### src/hdl/hdr_macros.svh
//~~~~~~~~~~~~~~~~~~~~~~~~~~~~~~~~~~~~~~~~~~~~~~~~~~~~~~~~~~~~~~~~~~~~~~~~~~
// I3C HDR controller constants: register map, control bits, frame format
//~~~~~~~~~~~~~~~~~~~~~~~~~~~~~~~~~~~~~~~~~~~~~~~~~~~~~~~~~~~~~~~~~~~~~~~~~~
`ifndef HDR_MACROS_SVH
`define HDR_MACROS_SVH

`define HDR_MODE_DDR        3'd6

// APB map, byte offsets
`define HDR_APB_AW          4
`define HDR_REG_CTRL        4'h0
`define HDR_REG_CMD         4'h4
`define HDR_REG_DATA        4'h8
`define HDR_REG_STATUS      4'hC

// CTRL fields, START is write-only
`define HDR_CTRL_MODE_LSB   0
`define HDR_CTRL_CP_BIT     3
`define HDR_CTRL_TOC_BIT    4
`define HDR_CTRL_START_BIT  5

`define HDR_STAT_BUSY_BIT   0
`define HDR_STAT_DONE_BIT   1
`define HDR_STAT_ERR_BIT    2

// frame = preamble, payload, parity
`define HDR_PRE_CMD         2'b01
`define HDR_PRE_DATA        2'b10
`define HDR_PRE_EXIT        2'b11
`define HDR_PRE_RESTART     2'b00
`define HDR_FRM_W           20

`endif
### src/hdl/hdr_pkg.sv
//~~~~~~~~~~~~~~~~~~~~~~~~~~~~~~~~~~~~~~~~~~~~~~~~~~~~~~~~~~~~~~~~~~~~~~~~~~
// HDR types: command word views, frame kinds and frame parity
//~~~~~~~~~~~~~~~~~~~~~~~~~~~~~~~~~~~~~~~~~~~~~~~~~~~~~~~~~~~~~~~~~~~~~~~~~~
package hdr_pkg;

  // command word seen as a CCC
  typedef struct packed {
    logic [7:0] ccc_code;
    logic [7:0] def_byte;
  } hdr_ccc_view_t;

  // command word seen as an HDR-DDR command
  typedef struct packed {
    logic       rnw;
    logic [6:0] cmd_code;
    logic [6:0] tgt_addr;
    logic       rsvd;
  } hdr_ddr_view_t;

  typedef union packed {
    hdr_ccc_view_t ccc;
    hdr_ddr_view_t ddr;
  } hdr_cmd_u;

  typedef enum logic [1:0] {
    FRM_CMD     = 2'd0,
    FRM_DATA    = 2'd1,
    FRM_EXIT    = 2'd2,
    FRM_RESTART = 2'd3
  } hdr_frm_kind_e;

  // odd bits into [1], even bits inverted into [0]
  function automatic logic [1:0] hdr_parity(input logic [15:0] payload);
    logic [1:0] par;
    par[1] = ^(payload & 16'hAAAA);
    par[0] = ~(^(payload & 16'h5555));
    return par;
  endfunction

endpackage

### src/hdl/i3c_hdr_top.sv
//~~~~~~~~~~~~~~~~~~~~~~~~~~~~~~~~~~~~~~~~~~~~~~~~~~~~~~~~~~~~~~~~~~~~~~~~~~
// I3C HDR controller slice: APB registers, sequencer, generators, output
//~~~~~~~~~~~~~~~~~~~~~~~~~~~~~~~~~~~~~~~~~~~~~~~~~~~~~~~~~~~~~~~~~~~~~~~~~~
`timescale 1ns/1ps
`include "hdr_macros.svh"

module i3c_hdr_top import hdr_pkg::*; (
  input  logic                   i_sys_clk,
  input  logic                   i_sys_rst_n,
  input  logic                   i_psel,
  input  logic                   i_penable,
  input  logic                   i_pwrite,
  input  logic [`HDR_APB_AW-1:0] i_paddr,
  input  logic [31:0]            i_pwdata,
  output logic [31:0]            o_prdata,
  output logic                   o_pready,
  output logic                   o_pslverr,
  output logic                   o_frm_valid,
  output logic [`HDR_FRM_W-1:0]  o_frm_data,
  input  logic                   i_frm_ready,
  output logic                   o_irq
);

  logic [2:0]    mode;
  logic          cp;
  logic          toc;
  hdr_cmd_u      cmd_word;
  logic [15:0]   data_word;
  logic          cmd_start;
  logic          seq_done;
  logic          seq_err;

  logic          ccc_en;
  logic          ccc_valid;
  hdr_frm_kind_e ccc_kind;
  logic [15:0]   ccc_payload;
  logic          ccc_done;
  logic          ccc_ready;

  logic          ddr_en;
  logic          ddr_valid;
  hdr_frm_kind_e ddr_kind;
  logic [15:0]   ddr_payload;
  logic          ddr_done;
  logic          ddr_ready;

  logic          src_valid;
  hdr_frm_kind_e src_kind;
  logic [15:0]   src_payload;
  logic          src_ready;

  apb_hdr_regs u_regs (
    .i_sys_clk   (i_sys_clk),
    .i_sys_rst_n (i_sys_rst_n),
    .i_psel      (i_psel),
    .i_penable   (i_penable),
    .i_pwrite    (i_pwrite),
    .i_paddr     (i_paddr),
    .i_pwdata    (i_pwdata),
    .o_prdata    (o_prdata),
    .o_pready    (o_pready),
    .o_pslverr   (o_pslverr),
    .o_mode      (mode),
    .o_cp        (cp),
    .o_toc       (toc),
    .o_cmd_word  (cmd_word),
    .o_data_word (data_word),
    .o_cmd_start (cmd_start),
    .i_seq_done  (seq_done),
    .i_seq_err   (seq_err),
    .o_irq       (o_irq)
  );

  hdr_engine u_engine (
    .i_sys_clk     (i_sys_clk),
    .i_sys_rst_n   (i_sys_rst_n),
    .i_cmd_start   (cmd_start),
    .i_mode        (mode),
    .i_cp          (cp),
    .i_toc         (toc),
    .o_ccc_en      (ccc_en),
    .o_ddr_en      (ddr_en),
    .i_ccc_valid   (ccc_valid),
    .i_ccc_kind    (ccc_kind),
    .i_ccc_payload (ccc_payload),
    .i_ccc_done    (ccc_done),
    .o_ccc_ready   (ccc_ready),
    .i_ddr_valid   (ddr_valid),
    .i_ddr_kind    (ddr_kind),
    .i_ddr_payload (ddr_payload),
    .i_ddr_done    (ddr_done),
    .o_ddr_ready   (ddr_ready),
    .o_src_valid   (src_valid),
    .o_src_kind    (src_kind),
    .o_src_payload (src_payload),
    .i_src_ready   (src_ready),
    .o_seq_done    (seq_done),
    .o_seq_err     (seq_err)
  );

  ccc_frame_gen u_ccc (
    .i_sys_clk     (i_sys_clk),
    .i_sys_rst_n   (i_sys_rst_n),
    .i_en          (ccc_en),
    .i_cmd_word    (cmd_word),
    .i_data_word   (data_word),
    .o_frm_valid   (ccc_valid),
    .o_frm_kind    (ccc_kind),
    .o_frm_payload (ccc_payload),
    .i_frm_ready   (ccc_ready),
    .o_gen_done    (ccc_done)
  );

  ddr_frame_gen u_ddr (
    .i_sys_clk     (i_sys_clk),
    .i_sys_rst_n   (i_sys_rst_n),
    .i_en          (ddr_en),
    .i_cmd_word    (cmd_word),
    .i_data_word   (data_word),
    .o_frm_valid   (ddr_valid),
    .o_frm_kind    (ddr_kind),
    .o_frm_payload (ddr_payload),
    .i_frm_ready   (ddr_ready),
    .o_gen_done    (ddr_done)
  );

  hdr_frame_out u_out (
    .i_sys_clk     (i_sys_clk),
    .i_sys_rst_n   (i_sys_rst_n),
    .i_src_valid   (src_valid),
    .i_src_kind    (src_kind),
    .i_src_payload (src_payload),
    .o_src_ready   (src_ready),
    .o_frm_valid   (o_frm_valid),
    .o_frm_data    (o_frm_data),
    .i_frm_ready   (i_frm_ready)
  );

endmodule

### src/hdl/hdr_frame_out.sv
//~~~~~~~~~~~~~~~~~~~~~~~~~~~~~~~~~~~~~~~~~~~~~~~~~~~~~~~~~~~~~~~~~~~~~~~~~~
// HDR frame output stage with preamble, parity and PHY back-pressure
//~~~~~~~~~~~~~~~~~~~~~~~~~~~~~~~~~~~~~~~~~~~~~~~~~~~~~~~~~~~~~~~~~~~~~~~~~~
`timescale 1ns/1ps
`include "hdr_macros.svh"

module hdr_frame_out import hdr_pkg::*; (
  input  logic                  i_sys_clk,
  input  logic                  i_sys_rst_n,
  input  logic                  i_src_valid,
  input  hdr_frm_kind_e         i_src_kind,
  input  logic [15:0]           i_src_payload,
  output logic                  o_src_ready,
  output logic                  o_frm_valid,
  output logic [`HDR_FRM_W-1:0] o_frm_data,
  input  logic                  i_frm_ready
);

  logic [1:0]  pre;
  logic [15:0] payload;

  // free, or being drained this cycle
  assign o_src_ready = !o_frm_valid || i_frm_ready;

  always_comb begin
    payload = 16'd0;
    case (i_src_kind)
      FRM_CMD: begin
        pre     = `HDR_PRE_CMD;
        payload = i_src_payload;
      end
      FRM_DATA: begin
        pre     = `HDR_PRE_DATA;
        payload = i_src_payload;
      end
      FRM_EXIT: pre = `HDR_PRE_EXIT;
      default:  pre = `HDR_PRE_RESTART;
    endcase
  end

  always_ff @(posedge i_sys_clk or negedge i_sys_rst_n) begin
    if (!i_sys_rst_n) begin
      o_frm_valid <= 1'b0;
    end else if (i_src_valid && o_src_ready) begin
      o_frm_valid <= 1'b1;
    end else if (i_frm_ready) begin
      o_frm_valid <= 1'b0;
    end
  end

  always_ff @(posedge i_sys_clk) begin
    if (i_src_valid && o_src_ready) begin
      o_frm_data <= {pre, payload, hdr_parity(payload)};
    end
  end

endmodule

### src/hdl/ddr_frame_gen.sv
//~~~~~~~~~~~~~~~~~~~~~~~~~~~~~~~~~~~~~~~~~~~~~~~~~~~~~~~~~~~~~~~~~~~~~~~~~~
// HDR-DDR frame generator: command frame, plus a data frame on writes
//~~~~~~~~~~~~~~~~~~~~~~~~~~~~~~~~~~~~~~~~~~~~~~~~~~~~~~~~~~~~~~~~~~~~~~~~~~
`timescale 1ns/1ps

module ddr_frame_gen import hdr_pkg::*; (
  input  logic          i_sys_clk,
  input  logic          i_sys_rst_n,
  input  logic          i_en,
  input  hdr_cmd_u      i_cmd_word,
  input  logic [15:0]   i_data_word,
  output logic          o_frm_valid,
  output hdr_frm_kind_e o_frm_kind,
  output logic [15:0]   o_frm_payload,
  input  logic          i_frm_ready,
  output logic          o_gen_done
);

  hdr_cmd_u    cmd_q;
  logic [15:0] data_q;
  logic        data_step_q;
  logic        is_write;
  logic        last;

  // read data is not collected here, a read is its command frame only
  assign is_write = !cmd_q.ddr.rnw;
  assign last     = data_step_q || !is_write;

  always_ff @(posedge i_sys_clk) begin
    if (i_en) begin
      cmd_q  <= i_cmd_word;
      data_q <= i_data_word;
    end
  end

  always_ff @(posedge i_sys_clk or negedge i_sys_rst_n) begin
    if (!i_sys_rst_n) begin
      o_frm_valid <= 1'b0;
      data_step_q <= 1'b0;
    end else if (i_en) begin
      o_frm_valid <= 1'b1;
      data_step_q <= 1'b0;
    end else if (o_frm_valid && i_frm_ready) begin
      if (last) begin
        o_frm_valid <= 1'b0;
      end
      data_step_q <= !last;
    end
  end

  assign o_frm_kind    = data_step_q ? FRM_DATA : FRM_CMD;
  // command frame passes the word through, reserved bit included
  assign o_frm_payload = data_step_q ? data_q : cmd_q.ddr;
  assign o_gen_done    = o_frm_valid && i_frm_ready && last;

endmodule

### src/hdl/ccc_frame_gen.sv
//~~~~~~~~~~~~~~~~~~~~~~~~~~~~~~~~~~~~~~~~~~~~~~~~~~~~~~~~~~~~~~~~~~~~~~~~~~
// CCC frame generator: command frame, plus a data frame for direct CCCs
//~~~~~~~~~~~~~~~~~~~~~~~~~~~~~~~~~~~~~~~~~~~~~~~~~~~~~~~~~~~~~~~~~~~~~~~~~~
`timescale 1ns/1ps

module ccc_frame_gen import hdr_pkg::*; (
  input  logic          i_sys_clk,
  input  logic          i_sys_rst_n,
  input  logic          i_en,
  input  hdr_cmd_u      i_cmd_word,
  input  logic [15:0]   i_data_word,
  output logic          o_frm_valid,
  output hdr_frm_kind_e o_frm_kind,
  output logic [15:0]   o_frm_payload,
  input  logic          i_frm_ready,
  output logic          o_gen_done
);

  hdr_cmd_u    cmd_q;
  logic [7:0]  data_q;
  logic        data_step_q;
  logic        direct;
  logic        last;

  // bit 7 of the code marks a direct CCC
  assign direct = cmd_q.ccc.ccc_code[7];
  assign last   = data_step_q || !direct;

  always_ff @(posedge i_sys_clk) begin
    if (i_en) begin
      cmd_q  <= i_cmd_word;
      data_q <= i_data_word[7:0];
    end
  end

  always_ff @(posedge i_sys_clk or negedge i_sys_rst_n) begin
    if (!i_sys_rst_n) begin
      o_frm_valid <= 1'b0;
      data_step_q <= 1'b0;
    end else if (i_en) begin
      o_frm_valid <= 1'b1;
      data_step_q <= 1'b0;
    end else if (o_frm_valid && i_frm_ready) begin
      if (last) begin
        o_frm_valid <= 1'b0;
      end
      data_step_q <= !last;
    end
  end

  assign o_frm_kind    = data_step_q ? FRM_DATA : FRM_CMD;
  // data frame is the defining byte over the low data byte
  assign o_frm_payload = data_step_q ? {cmd_q.ccc.def_byte, data_q}
                                     : {cmd_q.ccc.ccc_code, cmd_q.ccc.def_byte};
  assign o_gen_done    = o_frm_valid && i_frm_ready && last;

endmodule

### src/hdl/hdr_engine.sv
//~~~~~~~~~~~~~~~~~~~~~~~~~~~~~~~~~~~~~~~~~~~~~~~~~~~~~~~~~~~~~~~~~~~~~~~~~~
// HDR sequencer: launches the CCC or DDR generator, then exit or restart
//~~~~~~~~~~~~~~~~~~~~~~~~~~~~~~~~~~~~~~~~~~~~~~~~~~~~~~~~~~~~~~~~~~~~~~~~~~
`timescale 1ns/1ps
`include "hdr_macros.svh"

module hdr_engine import hdr_pkg::*; (
  input  logic          i_sys_clk,
  input  logic          i_sys_rst_n,
  input  logic          i_cmd_start,
  input  logic [2:0]    i_mode,
  input  logic          i_cp,
  input  logic          i_toc,
  output logic          o_ccc_en,
  output logic          o_ddr_en,
  input  logic          i_ccc_valid,
  input  hdr_frm_kind_e i_ccc_kind,
  input  logic [15:0]   i_ccc_payload,
  input  logic          i_ccc_done,
  output logic          o_ccc_ready,
  input  logic          i_ddr_valid,
  input  hdr_frm_kind_e i_ddr_kind,
  input  logic [15:0]   i_ddr_payload,
  input  logic          i_ddr_done,
  output logic          o_ddr_ready,
  output logic          o_src_valid,
  output hdr_frm_kind_e o_src_kind,
  output logic [15:0]   o_src_payload,
  input  logic          i_src_ready,
  output logic          o_seq_done,
  output logic          o_seq_err
);

  typedef enum logic [1:0] {
    ST_IDLE = 2'd0,
    ST_CCC  = 2'd1,
    ST_DDR  = 2'd2,
    ST_TERM = 2'd3
  } state_e;

  // state doubles as the source select
  state_e state_q;
  logic   toc_q;

  always_ff @(posedge i_sys_clk or negedge i_sys_rst_n) begin
    if (!i_sys_rst_n) begin
      state_q    <= ST_IDLE;
      toc_q      <= 1'b0;
      o_ccc_en   <= 1'b0;
      o_ddr_en   <= 1'b0;
      o_seq_done <= 1'b0;
      o_seq_err  <= 1'b0;
    end else begin
      o_ccc_en   <= 1'b0;
      o_ddr_en   <= 1'b0;
      o_seq_done <= 1'b0;
      o_seq_err  <= 1'b0;
      case (state_q)
        ST_IDLE: begin
          if (i_cmd_start) begin
            toc_q <= i_toc;
            if (i_mode != `HDR_MODE_DDR) begin
              // wrong mode, finish with no frames
              o_seq_done <= 1'b1;
              o_seq_err  <= 1'b1;
            end else if (i_cp) begin
              o_ccc_en <= 1'b1;
              state_q  <= ST_CCC;
            end else begin
              o_ddr_en <= 1'b1;
              state_q  <= ST_DDR;
            end
          end
        end
        ST_CCC: begin
          if (i_ccc_done) begin
            state_q <= ST_TERM;
          end
        end
        ST_DDR: begin
          if (i_ddr_done) begin
            state_q <= ST_TERM;
          end
        end
        ST_TERM: begin
          if (i_src_ready) begin
            o_seq_done <= 1'b1;
            state_q    <= ST_IDLE;
          end
        end
        default: state_q <= ST_IDLE;
      endcase
    end
  end

  // frame source mux
  always_comb begin
    o_src_valid   = 1'b0;
    o_src_kind    = FRM_CMD;
    o_src_payload = 16'd0;
    case (state_q)
      ST_CCC: begin
        o_src_valid   = i_ccc_valid;
        o_src_kind    = i_ccc_kind;
        o_src_payload = i_ccc_payload;
      end
      ST_DDR: begin
        o_src_valid   = i_ddr_valid;
        o_src_kind    = i_ddr_kind;
        o_src_payload = i_ddr_payload;
      end
      ST_TERM: begin
        o_src_valid = 1'b1;
        o_src_kind  = toc_q ? FRM_EXIT : FRM_RESTART;
      end
      default: ;
    endcase
  end

  assign o_ccc_ready = (state_q == ST_CCC) && i_src_ready;
  assign o_ddr_ready = (state_q == ST_DDR) && i_src_ready;

endmodule

### src/hdl/apb_hdr_regs.sv
//~~~~~~~~~~~~~~~~~~~~~~~~~~~~~~~~~~~~~~~~~~~~~~~~~~~~~~~~~~~~~~~~~~~~~~~~~~
// APB register bank for the HDR controller, command start and status
//~~~~~~~~~~~~~~~~~~~~~~~~~~~~~~~~~~~~~~~~~~~~~~~~~~~~~~~~~~~~~~~~~~~~~~~~~~
`timescale 1ns/1ps
`include "hdr_macros.svh"

module apb_hdr_regs import hdr_pkg::*; (
  input  logic                   i_sys_clk,
  input  logic                   i_sys_rst_n,
  input  logic                   i_psel,
  input  logic                   i_penable,
  input  logic                   i_pwrite,
  input  logic [`HDR_APB_AW-1:0] i_paddr,
  input  logic [31:0]            i_pwdata,
  output logic [31:0]            o_prdata,
  output logic                   o_pready,
  output logic                   o_pslverr,
  output logic [2:0]             o_mode,
  output logic                   o_cp,
  output logic                   o_toc,
  output hdr_cmd_u               o_cmd_word,
  output logic [15:0]            o_data_word,
  output logic                   o_cmd_start,
  input  logic                   i_seq_done,
  input  logic                   i_seq_err,
  output logic                   o_irq
);

  logic        access;
  logic        wr_en;
  logic        wr_ctrl;
  logic        start_req;
  logic        mapped;
  logic        busy_q;
  logic        done_q;
  logic        err_q;
  logic [31:0] ctrl_rd;
  logic [31:0] stat_rd;

  assign access  = i_psel && i_penable;
  assign wr_en   = access && i_pwrite;
  assign wr_ctrl = wr_en && (i_paddr == `HDR_REG_CTRL);
  // a start while a command runs is dropped
  assign start_req = wr_ctrl && i_pwdata[`HDR_CTRL_START_BIT] && !busy_q;

  assign mapped = (i_paddr == `HDR_REG_CTRL) || (i_paddr == `HDR_REG_CMD) ||
                  (i_paddr == `HDR_REG_DATA) || (i_paddr == `HDR_REG_STATUS);

  // no wait states
  assign o_pready  = 1'b1;
  assign o_pslverr = access && !mapped;
  assign o_irq     = done_q;

  always_ff @(posedge i_sys_clk or negedge i_sys_rst_n) begin
    if (!i_sys_rst_n) begin
      o_mode      <= 3'd0;
      o_cp        <= 1'b0;
      o_toc       <= 1'b0;
      o_cmd_start <= 1'b0;
      busy_q      <= 1'b0;
      done_q      <= 1'b0;
      err_q       <= 1'b0;
    end else begin
      o_cmd_start <= start_req;
      if (wr_ctrl) begin
        o_mode <= i_pwdata[`HDR_CTRL_MODE_LSB +: 3];
        o_cp   <= i_pwdata[`HDR_CTRL_CP_BIT];
        o_toc  <= i_pwdata[`HDR_CTRL_TOC_BIT];
      end
      // sticky status, cleared by the next accepted start
      if (start_req) begin
        busy_q <= 1'b1;
        done_q <= 1'b0;
        err_q  <= 1'b0;
      end else if (i_seq_done) begin
        busy_q <= 1'b0;
        done_q <= 1'b1;
        err_q  <= i_seq_err;
      end
    end
  end

  always_ff @(posedge i_sys_clk) begin
    if (wr_en && (i_paddr == `HDR_REG_CMD)) begin
      o_cmd_word <= i_pwdata[15:0];
    end
    if (wr_en && (i_paddr == `HDR_REG_DATA)) begin
      o_data_word <= i_pwdata[15:0];
    end
  end

  always_comb begin
    ctrl_rd = '0;
    ctrl_rd[`HDR_CTRL_MODE_LSB +: 3] = o_mode;
    ctrl_rd[`HDR_CTRL_CP_BIT]        = o_cp;
    ctrl_rd[`HDR_CTRL_TOC_BIT]       = o_toc;
    stat_rd = '0;
    stat_rd[`HDR_STAT_BUSY_BIT] = busy_q;
    stat_rd[`HDR_STAT_DONE_BIT] = done_q;
    stat_rd[`HDR_STAT_ERR_BIT]  = err_q;
  end

  // read mux
  always_comb begin
    case (i_paddr)
      `HDR_REG_CTRL:   o_prdata = ctrl_rd;
      `HDR_REG_CMD:    o_prdata = {16'd0, o_cmd_word};
      `HDR_REG_DATA:   o_prdata = {16'd0, o_data_word};
      `HDR_REG_STATUS: o_prdata = stat_rd;
      default:         o_prdata = 32'd0;
    endcase
  end

endmodule

### config.mk
export PLATFORM = sky130hd
export DESIGN_NAME = i3c_hdr_top
export DESIGN_NICKNAME = d
export VERILOG_FILES = /design/src/hdl/hdr_pkg.sv /design/src/hdl/i3c_hdr_top.sv /design/src/hdl/hdr_frame_out.sv /design/src/hdl/ddr_frame_gen.sv /design/src/hdl/ccc_frame_gen.sv /design/src/hdl/hdr_engine.sv /design/src/hdl/apb_hdr_regs.sv
export VERILOG_INCLUDE_DIRS = /design/src /design/src/hdl
export SDC_FILE = /design/constraint.sdc
export NUM_CORES = 1
export LEC_CHECK = 0
export BUFFER_PORTS_ARGS = -buffer_cell sky130_fd_sc_hd__buf_2
export CAP_MARGIN = 20
export CORE_ASPECT_RATIO = 1.2
export CORE_MARGIN = 3
export CORE_UTILIZATION = 45
export CTS_CLUSTER_DIAMETER = 100
export DETAILED_ROUTE_END_ITERATION = 10
export PLACE_DENSITY = 0.71
export SLEW_MARGIN = 20
export SYNTH_ARGS = -nofsm -noshare
export SYNTH_HDL_FRONTEND = slang
export SYNTH_HIERARCHICAL = 1
export SYNTH_SLANG_ARGS = --single-unit
### constraint.sdc
create_clock -name i_sys_clk -period 5.6 [get_ports i_sys_clk]
set_input_delay 0.28 -clock i_sys_clk [delete_from_list [all_inputs] [get_ports i_sys_clk]]
set_output_delay 0.28 -clock i_sys_clk [all_outputs]
set_load 0.02 [all_outputs]
* Yosys cells after proc, flatten, opt, wreduce, memory -nomap -nowiden
Cells that the tools add are included.
Word-level totals: output and inout port bits 56, memory bits (writable) 0, bits of input ports 42, word-level logic and storage cells 132, memories 0, memory bits (read-only) 0, flip-flop bits (word level) 129, latch bits 0
Operators by class: multipliers 0, muxes and demuxes 49, add/sub/neg operators 0, div/mod/pow operators 0, bitwise logic cells 1, shifts and indexed selects 0, reductions and logical operators 43, magnitude comparators 0, equality and inequality tests 14
Operator list (count):
- one-hot mux 16 bit (4 select lines) | 1
- 2-to-1 mux 16 bit | 3
- 2-to-1 mux 1 bit | 33
- one-hot mux 16 bit (2 select lines) | 1
- XOR reduction 16 bit | 2
- logical AND 1 bit | 15
- 2-to-1 mux 2 bit | 6
- one-hot mux 2 bit (3 select lines) | 2
- nonzero test 2 bit | 6
- == test 4 bit (second input constant) | 2
- inequality test 2 bit (second input constant) | 4
- one-hot mux 2 bit (4 select lines) | 1
- == test 2 bit (second input constant) | 3
- logical NOT 1 bit | 6
- logical OR 1 bit | 6
- AND reduction 2 bit | 3
- AND reduction 5 bit | 1
- == test 2 x 1 -> 1 bit (second input constant) | 2
- == test 4 x 3 -> 1 bit (second input constant) | 1
- logical NOT 2 bit | 2
- logical NOT 4 bit | 1
- inequality test 3 bit (second input constant) | 1
- one-hot mux 1 bit (3 select lines) | 1
- inequality test 2 x 1 -> 1 bit (second input constant) | 1
- 3 further kinds | 3

* Depth between registers and ports, before layout
word-level depth 7, gate-level depth with buffers 12, depth with buffers taken out 10

* Hierarchy
Netlist, hierarchy kept.
By module, submodules not included:
- apb_hdr_regs | cells an instance 113, area an instance 1799.2 um^2, seq. area each 1186.1 um^2, times used 1
- ddr_frame_gen | cells an instance 61, area an instance 1323.8 um^2, seq. area each 1011.0 um^2, times used 1
- ccc_frame_gen | cells an instance 56, area an instance 1073.5 um^2, seq. area each 770.7 um^2, times used 1
- hdr_frame_out | cells an instance 66, area an instance 957.2 um^2, seq. area each 625.6 um^2, times used 1
- hdr_engine | cells an instance 82, area an instance 680.7 um^2, seq. area each 175.2 um^2, times used 1

* Worst setup path before layout
Ideal clock, no wire load.
path type input -> register, start point input port i_paddr[1], end point register u_regs.o_data_word[0], enable pin, arrival 2535 ps, setup slack 2629 ps, stages on the path 3, required time 5164 ps, setup time 436 ps, path buffers 1, cell sequence or2_2 -> clkbuf_1 -> nor4b_1
Between the ends: longest elaborated chain between the ends 2
RTL lines:
- from (decl) | RTL line i3c_hdr_top.sv:13 | input logic [`HDR_APB_AW-1:0] i_paddr,
- == test 4 bit (no line)
- logical AND 1 bit | RTL line apb_hdr_regs.sv:87 | if (wr_en && (i_paddr == `HDR_REG_DATA)) begin
- to (signal assigned) | RTL line apb_hdr_regs.sv:88 | o_data_word <= i_pwdata[15:0];
- to (decl) | RTL line apb_hdr_regs.sv:22 | output logic [15:0] o_data_word,
No other way between the ends. A chain may end at the register's enable or synchronous reset.

* Final worst setup path
start point register u_engine.state_q[1], end point register u_out.o_frm_data[16] (data pin)
Between the ends: longest elaborated chain between the ends 5, elaborated cells between the ends (all ways) 9, classes of those cells eq/ne (4); mux (3); reduce/logical (2)
RTL lines:
- from (decl) | RTL line hdr_engine.sv:42 | state_e state_q;
- from (signal assigned) | RTL line hdr_engine.sv:47 | state_q <= ST_IDLE;
- from (signal assigned) | RTL line hdr_engine.sv:68 | state_q <= ST_CCC;
- from (signal assigned) | RTL line hdr_engine.sv:71 | state_q <= ST_DDR;
- == test 2 bit or == test 2 x 1 -> 1 bit (tied branches) | RTL line hdr_engine.sv:101 | case (state_q)
- one-hot mux 2 bit (3 select lines) (*) | RTL line hdr_engine.sv:101
- net src_kind[0] | RTL line i3c_hdr_top.sv:48 | hdr_frm_kind_e src_kind;
- == test 2 x 1 -> 1 bit or logical NOT 2 bit (tied branches) | RTL line hdr_frame_out.sv:27 | case (i_src_kind)
- OR reduction 2 bit (no line) (*)
- 2-to-1 mux 16 bit (*) | RTL line hdr_frame_out.sv:27
- net u_out.payload[14] | RTL line hdr_frame_out.sv:20 | logic [15:0] payload;
- to (signal assigned) | RTL line hdr_frame_out.sv:53 | o_frm_data <= {pre, payload, hdr_parity(payload)};
- to (decl) | RTL line hdr_frame_out.sv:15 | output logic [`HDR_FRM_W-1:0] o_frm_data,
The timed path passes the listed nets; every way through them passes the cells marked *.

==> flow_summary.json <==
{
  "status": "completed",
  "die_y_um": 131,
  "antenna_cells": 0,
  "synth_area_per_cell_um2": 15.4,
  "cts_setup_buffers": 0,
  "p_comb_share_pct": 3.2,
  "crit_path_cell_trace": "inv_1, ha_1, nand2_1, o21ai_0, a21oi_1, nor2_1, inv_1, ha_1, nor2_2, nor2b_1",
  "min_from": "i_pwdata[8]",
  "min_period_ns": 3.04,
  "rsz0062_at_grt": "false",
  "core_area_um2": 12400,
  "syn2layout_area_growth_pct": 15.3,
  "grt_use_total_pct": 16.2,
  "skew_ns": 0.00654,
  "hp-class": "input port to flop",
  "pin_count": 98,
  "clock_sinks": 129,
  "r2r-start": "u_engine/state_q[1]$_DFFE_PN0P_",
  "cp_max_fo": 21,
  "cp.arrival_ns": 3.18,
  "wirelength_um": 10700,
  "ys.flop_type": "edfxtp_1",
  "finalHoldViolations": 0,
  "fp.dieArea_um2": 14400,
  "total_power_mw": 2.15,
  "setup-tns-final_ns": 0,
  "grt_max_degree": 27,
  "port_buffers": 64,
  "max_stage_delay_ns": 0.75,
  "initial_core_util_pct": 47.1,
  "path_delay_family": "adder cells",
  "viasPerCell": 5.13,
  "ff2ff_setup_slack_ns": 2.56,
  "cp_slowest_cell": "ha_1",
  "p_switching_mw": 0.466,
  "ff2ff_path_depth": 10,
  "worstReg2RegEnd": "u_out/o_frm_data[16]$_DFFE_PP_",
  "setup-violations-final": 0,
  "critPathLaunchType": "flop",
  "cp-end-kind": "flop",
  "power_density_nw_per_um2": 320,
  "seq_power_share_pct": 48.8,
  "clock_latency_ns": 0.41,
  "htreeDepth": 4,
  "p_sw_share_pct": 21.7,
  "max_slew_margin_pct": 27.3,
  "worstMarginPinSlew_ns": 1.09,
  "startpoint": "u_engine/state_q[1]$_DFFE_PN0P_",
  "gp_congestion": 0.761,
  "cap_viol_max_count": 0,
  "fin_crit_sh_pct": 54.3,
  "wire_per_inst_um": 17.4,
  "ys_seq_elements": 129,
  "async_flop_share_pct": 16.3,
  "n_fill_cell": 1009,
  "drt_iter0_drc": 197,
  "synthDistinctLibCells": 49,
  "dr.pass1.iters": 4,
  "nets": 494,
  "ys_warn_count": 6,
  "rows": 44,
  "cts-resized-gates": 0,
  "dpl.hpwl_um": 7080,
  "static-leakage-power_nw": 2.69,
  "cts_max_path_buffers": 2,
  "syn_inst": 378,
  "die_w_um": 110,
  "cts_made_buffers": 17,
  "worstPathRequired_ns": 5.74,
  "slew_viol_final": 0,
  "peakVddDrop_mv": 0.229,
  "syn_area_um2": 5830,
  "clk_pin_slew_ns": 0.06,
  "cts_tree": "yes",
  "ant_nets": 0,
  "whs_ns": 0.0513,
  "synth_edf_count": 108,
  "drive_gt1_share_pct": 31.8,
  "grt_pass1_wl_um": 16800,
  "remaining_drc_errors": 0,
  "grt_antenna_before_repair": 0,
  "grt_pass1_vias": 3196,
  "synth-seq-area-share_pct": 64.6,
  "fmax_mhz": 329,
  "grt_overflow": 0,
  "critPathBufInv": 2,
  "pwr-share-clk_pct": 47.9,
  "crit_type": "flop to flop",
  "worstHoldPathCells": 1,
  "cp_num_cells": 10,
  "cellInternalPower_mw": 1.69,
  "cts_root_buffer": "clkbuf_16",
  "via_count": 3163,
  "min_to": "u_regs/o_cmd_word[8]$_DFFE_PP_"
}
-- synth_stat cells (3+ instances only) --
master,n,area [um2]
xor2_1,3,26.3
buf_4,21,158
o22ai_1,3,18.8
conb_1,4,15.0
buf_2,4,20.0
buf_6,5,56.3
nor2_1,12,45.0
inv_1,9,33.8
edfxtp_1,108,3240
nor3_1,3,15.0
nand2b_1,4,25.0
a22oi_1,16,120
a21oi_1,4,20.0
xnor2_1,11,96.3
ha_1,9,113
mux4_1,3,78.8
and2_1,3,18.8
nor2b_1,37,231
dfrtp_1,21,526
mux2_2,14,158
mux2_4,22,330
mux2i_1,7,70.1
o21ai_0,3,15.0
a22o_1,11,96.3
nand2_1,8,30.0
clkbuf_1,5,18.8
-- worst max path at each step --
stage	to	slack (ns)
2_1_floorplan	u_regs/o_data_word[0]$_DFFE_PP_	2.63
3_3_place_gp	u_out/o_frm_data[5]$_DFFE_PP_	2.68
3_5_place_dp	u_out/o_frm_data[14]$_DFFE_PP_	2.59
4_1_cts	u_out/o_frm_data[14]$_DFFE_PP_	2.57
5_1_grt	u_out/o_frm_data[15]$_DFFE_PP_	2.22
6_report	u_out/o_frm_data[16]$_DFFE_PP_	2.56
-- registers in the layout, indices dropped and copies added (netlist names), 2 cells and up --
| signal | cells |
|---|---|
| u_ccc/data_q | 8 |
| u_regs/o_data_word | 16 |
| u_out/o_frm_data | 20 |
| u_ccc/cmd_q | 16 |
| u_ddr/data_q | 16 |
| u_regs/o_cmd_word | 16 |
| u_regs/o_mode | 3 |
| u_ddr/cmd_q | 16 |
| u_engine/state_q | 2 |
-- worst reg2reg max path: stages (launching register included) --
cell	delay (ns)
dfrtp_1	0.40
inv_1	0.13
ha_1	0.75
nand2_1	0.09
o21ai_0	0.11
a21oi_1	0.06
nor2_1	0.25
inv_1	0.10
ha_1	0.24
nor2_2	0.52
nor2b_1	0.11
-- layout make-up --
class                   count  area [um2]  area share [%]
multi-input cells         217        1800            26.7
clock buffers              18         429            6.38
flip-flops and latches    129        3770            56.1
repair buffers             68         353            5.25
clock inverters            14         136            2.03
well taps                 161         201            3.00
inverters                  10        37.5           0.558
-- cells by family after synthesis --
| family | Yosys count | share of synthesized area [%] |
|---|---|---|
| DFF | 129 | 64.6 |
| buffers and inverters | 47 | 5.66 |
| and+or+nand+nor | 82 | 8.43 |
| other | 4 | 0.257 |
| muxes | 47 | 11.1 |
| AOI/OAI and AO/OA | 46 | 5.92 |
| adders and majority gates | 9 | 1.93 |
| xor gates and xnor gates | 14 | 2.10 |
-- cells in the final DEF (no fill, tap or decap), drive strengths merged, types with 2 or more instances in the layout --
| master | Yosys | final |
|---|---|---|
| xor2 | 3 | 3 |
| clkbuf | 5 | 18 |
| mux2i | 7 | 7 |
| inv | 10 | 13 |
| a22o | 11 | 11 |
| clkinvlp | 0 | 5 |
| mux2 | 37 | 37 |
| o22ai | 3 | 3 |
| ha | 9 | 9 |
| a21oi | 4 | 4 |
| nor2b | 38 | 38 |
| a21o | 2 | 2 |
| nand2b | 4 | 4 |
| nand2 | 8 | 8 |
| edfxtp | 108 | 108 |
| dfrtp | 21 | 21 |
| nor2 | 14 | 14 |
| xnor2 | 11 | 11 |
| and2 | 3 | 3 |
| buf | 32 | 67 |
| clkinv | 0 | 5 |
| nor3 | 3 | 3 |
| a22oi | 16 | 16 |
| mux4 | 3 | 3 |
| o21ai | 4 | 4 |
| or2 | 3 | 3 |
| a221oi | 2 | 2 |
| conb | 4 | 19 |
-- per-layer routing --
metal / share of wire (%) / track usage [%] / vias up
met3: 4.8 / 5.16 / 20
met2: 50 / 26.1 / 99
li1: - / - / 1486
met1: 43 / 19.8 / 1558
met4: 2.4 / 7.34 / 0
met5: 0 / 0 / -
-- stage by stage --
step / cell area (um2) / worst slack, ns / utilization [%] / cells
4_1_cts: 6720 / 2.57 / 54.3 / 617
2_1_floorplan: 5890 / 2.63 / - / 393
5_1_grt: 6730 / 2.22 / 54.3 / 617
6_report: 6730 / 2.56 / 54.3 / 617
3_3_place_gp: 6150 / 2.68 / 49.6 / 584
3_5_place_dp: 6150 / 2.59 / 49.6 / 584
-- power by group through the flow --
stage	registers [mW]	logic, mW	clock network (mW)
6_report	1.05	0.0698	1.03
5_1_grt	1.05	0.0767	1.10
4_1_cts	1.05	0.0699	1.06
3_5_place_dp	1.07	0.0687	0
3_3_place_gp	1.07	0.0672	0
2_1_floorplan	1.07	0.0555	0
-- what timing repair did --
item                       in CTS  in global routing
setup endpoints to repair       0                  0
hold endpoints to repair       21                  0
hold buffers                    1                  0
Note: power is estimated with default switching activity, not from simulation.
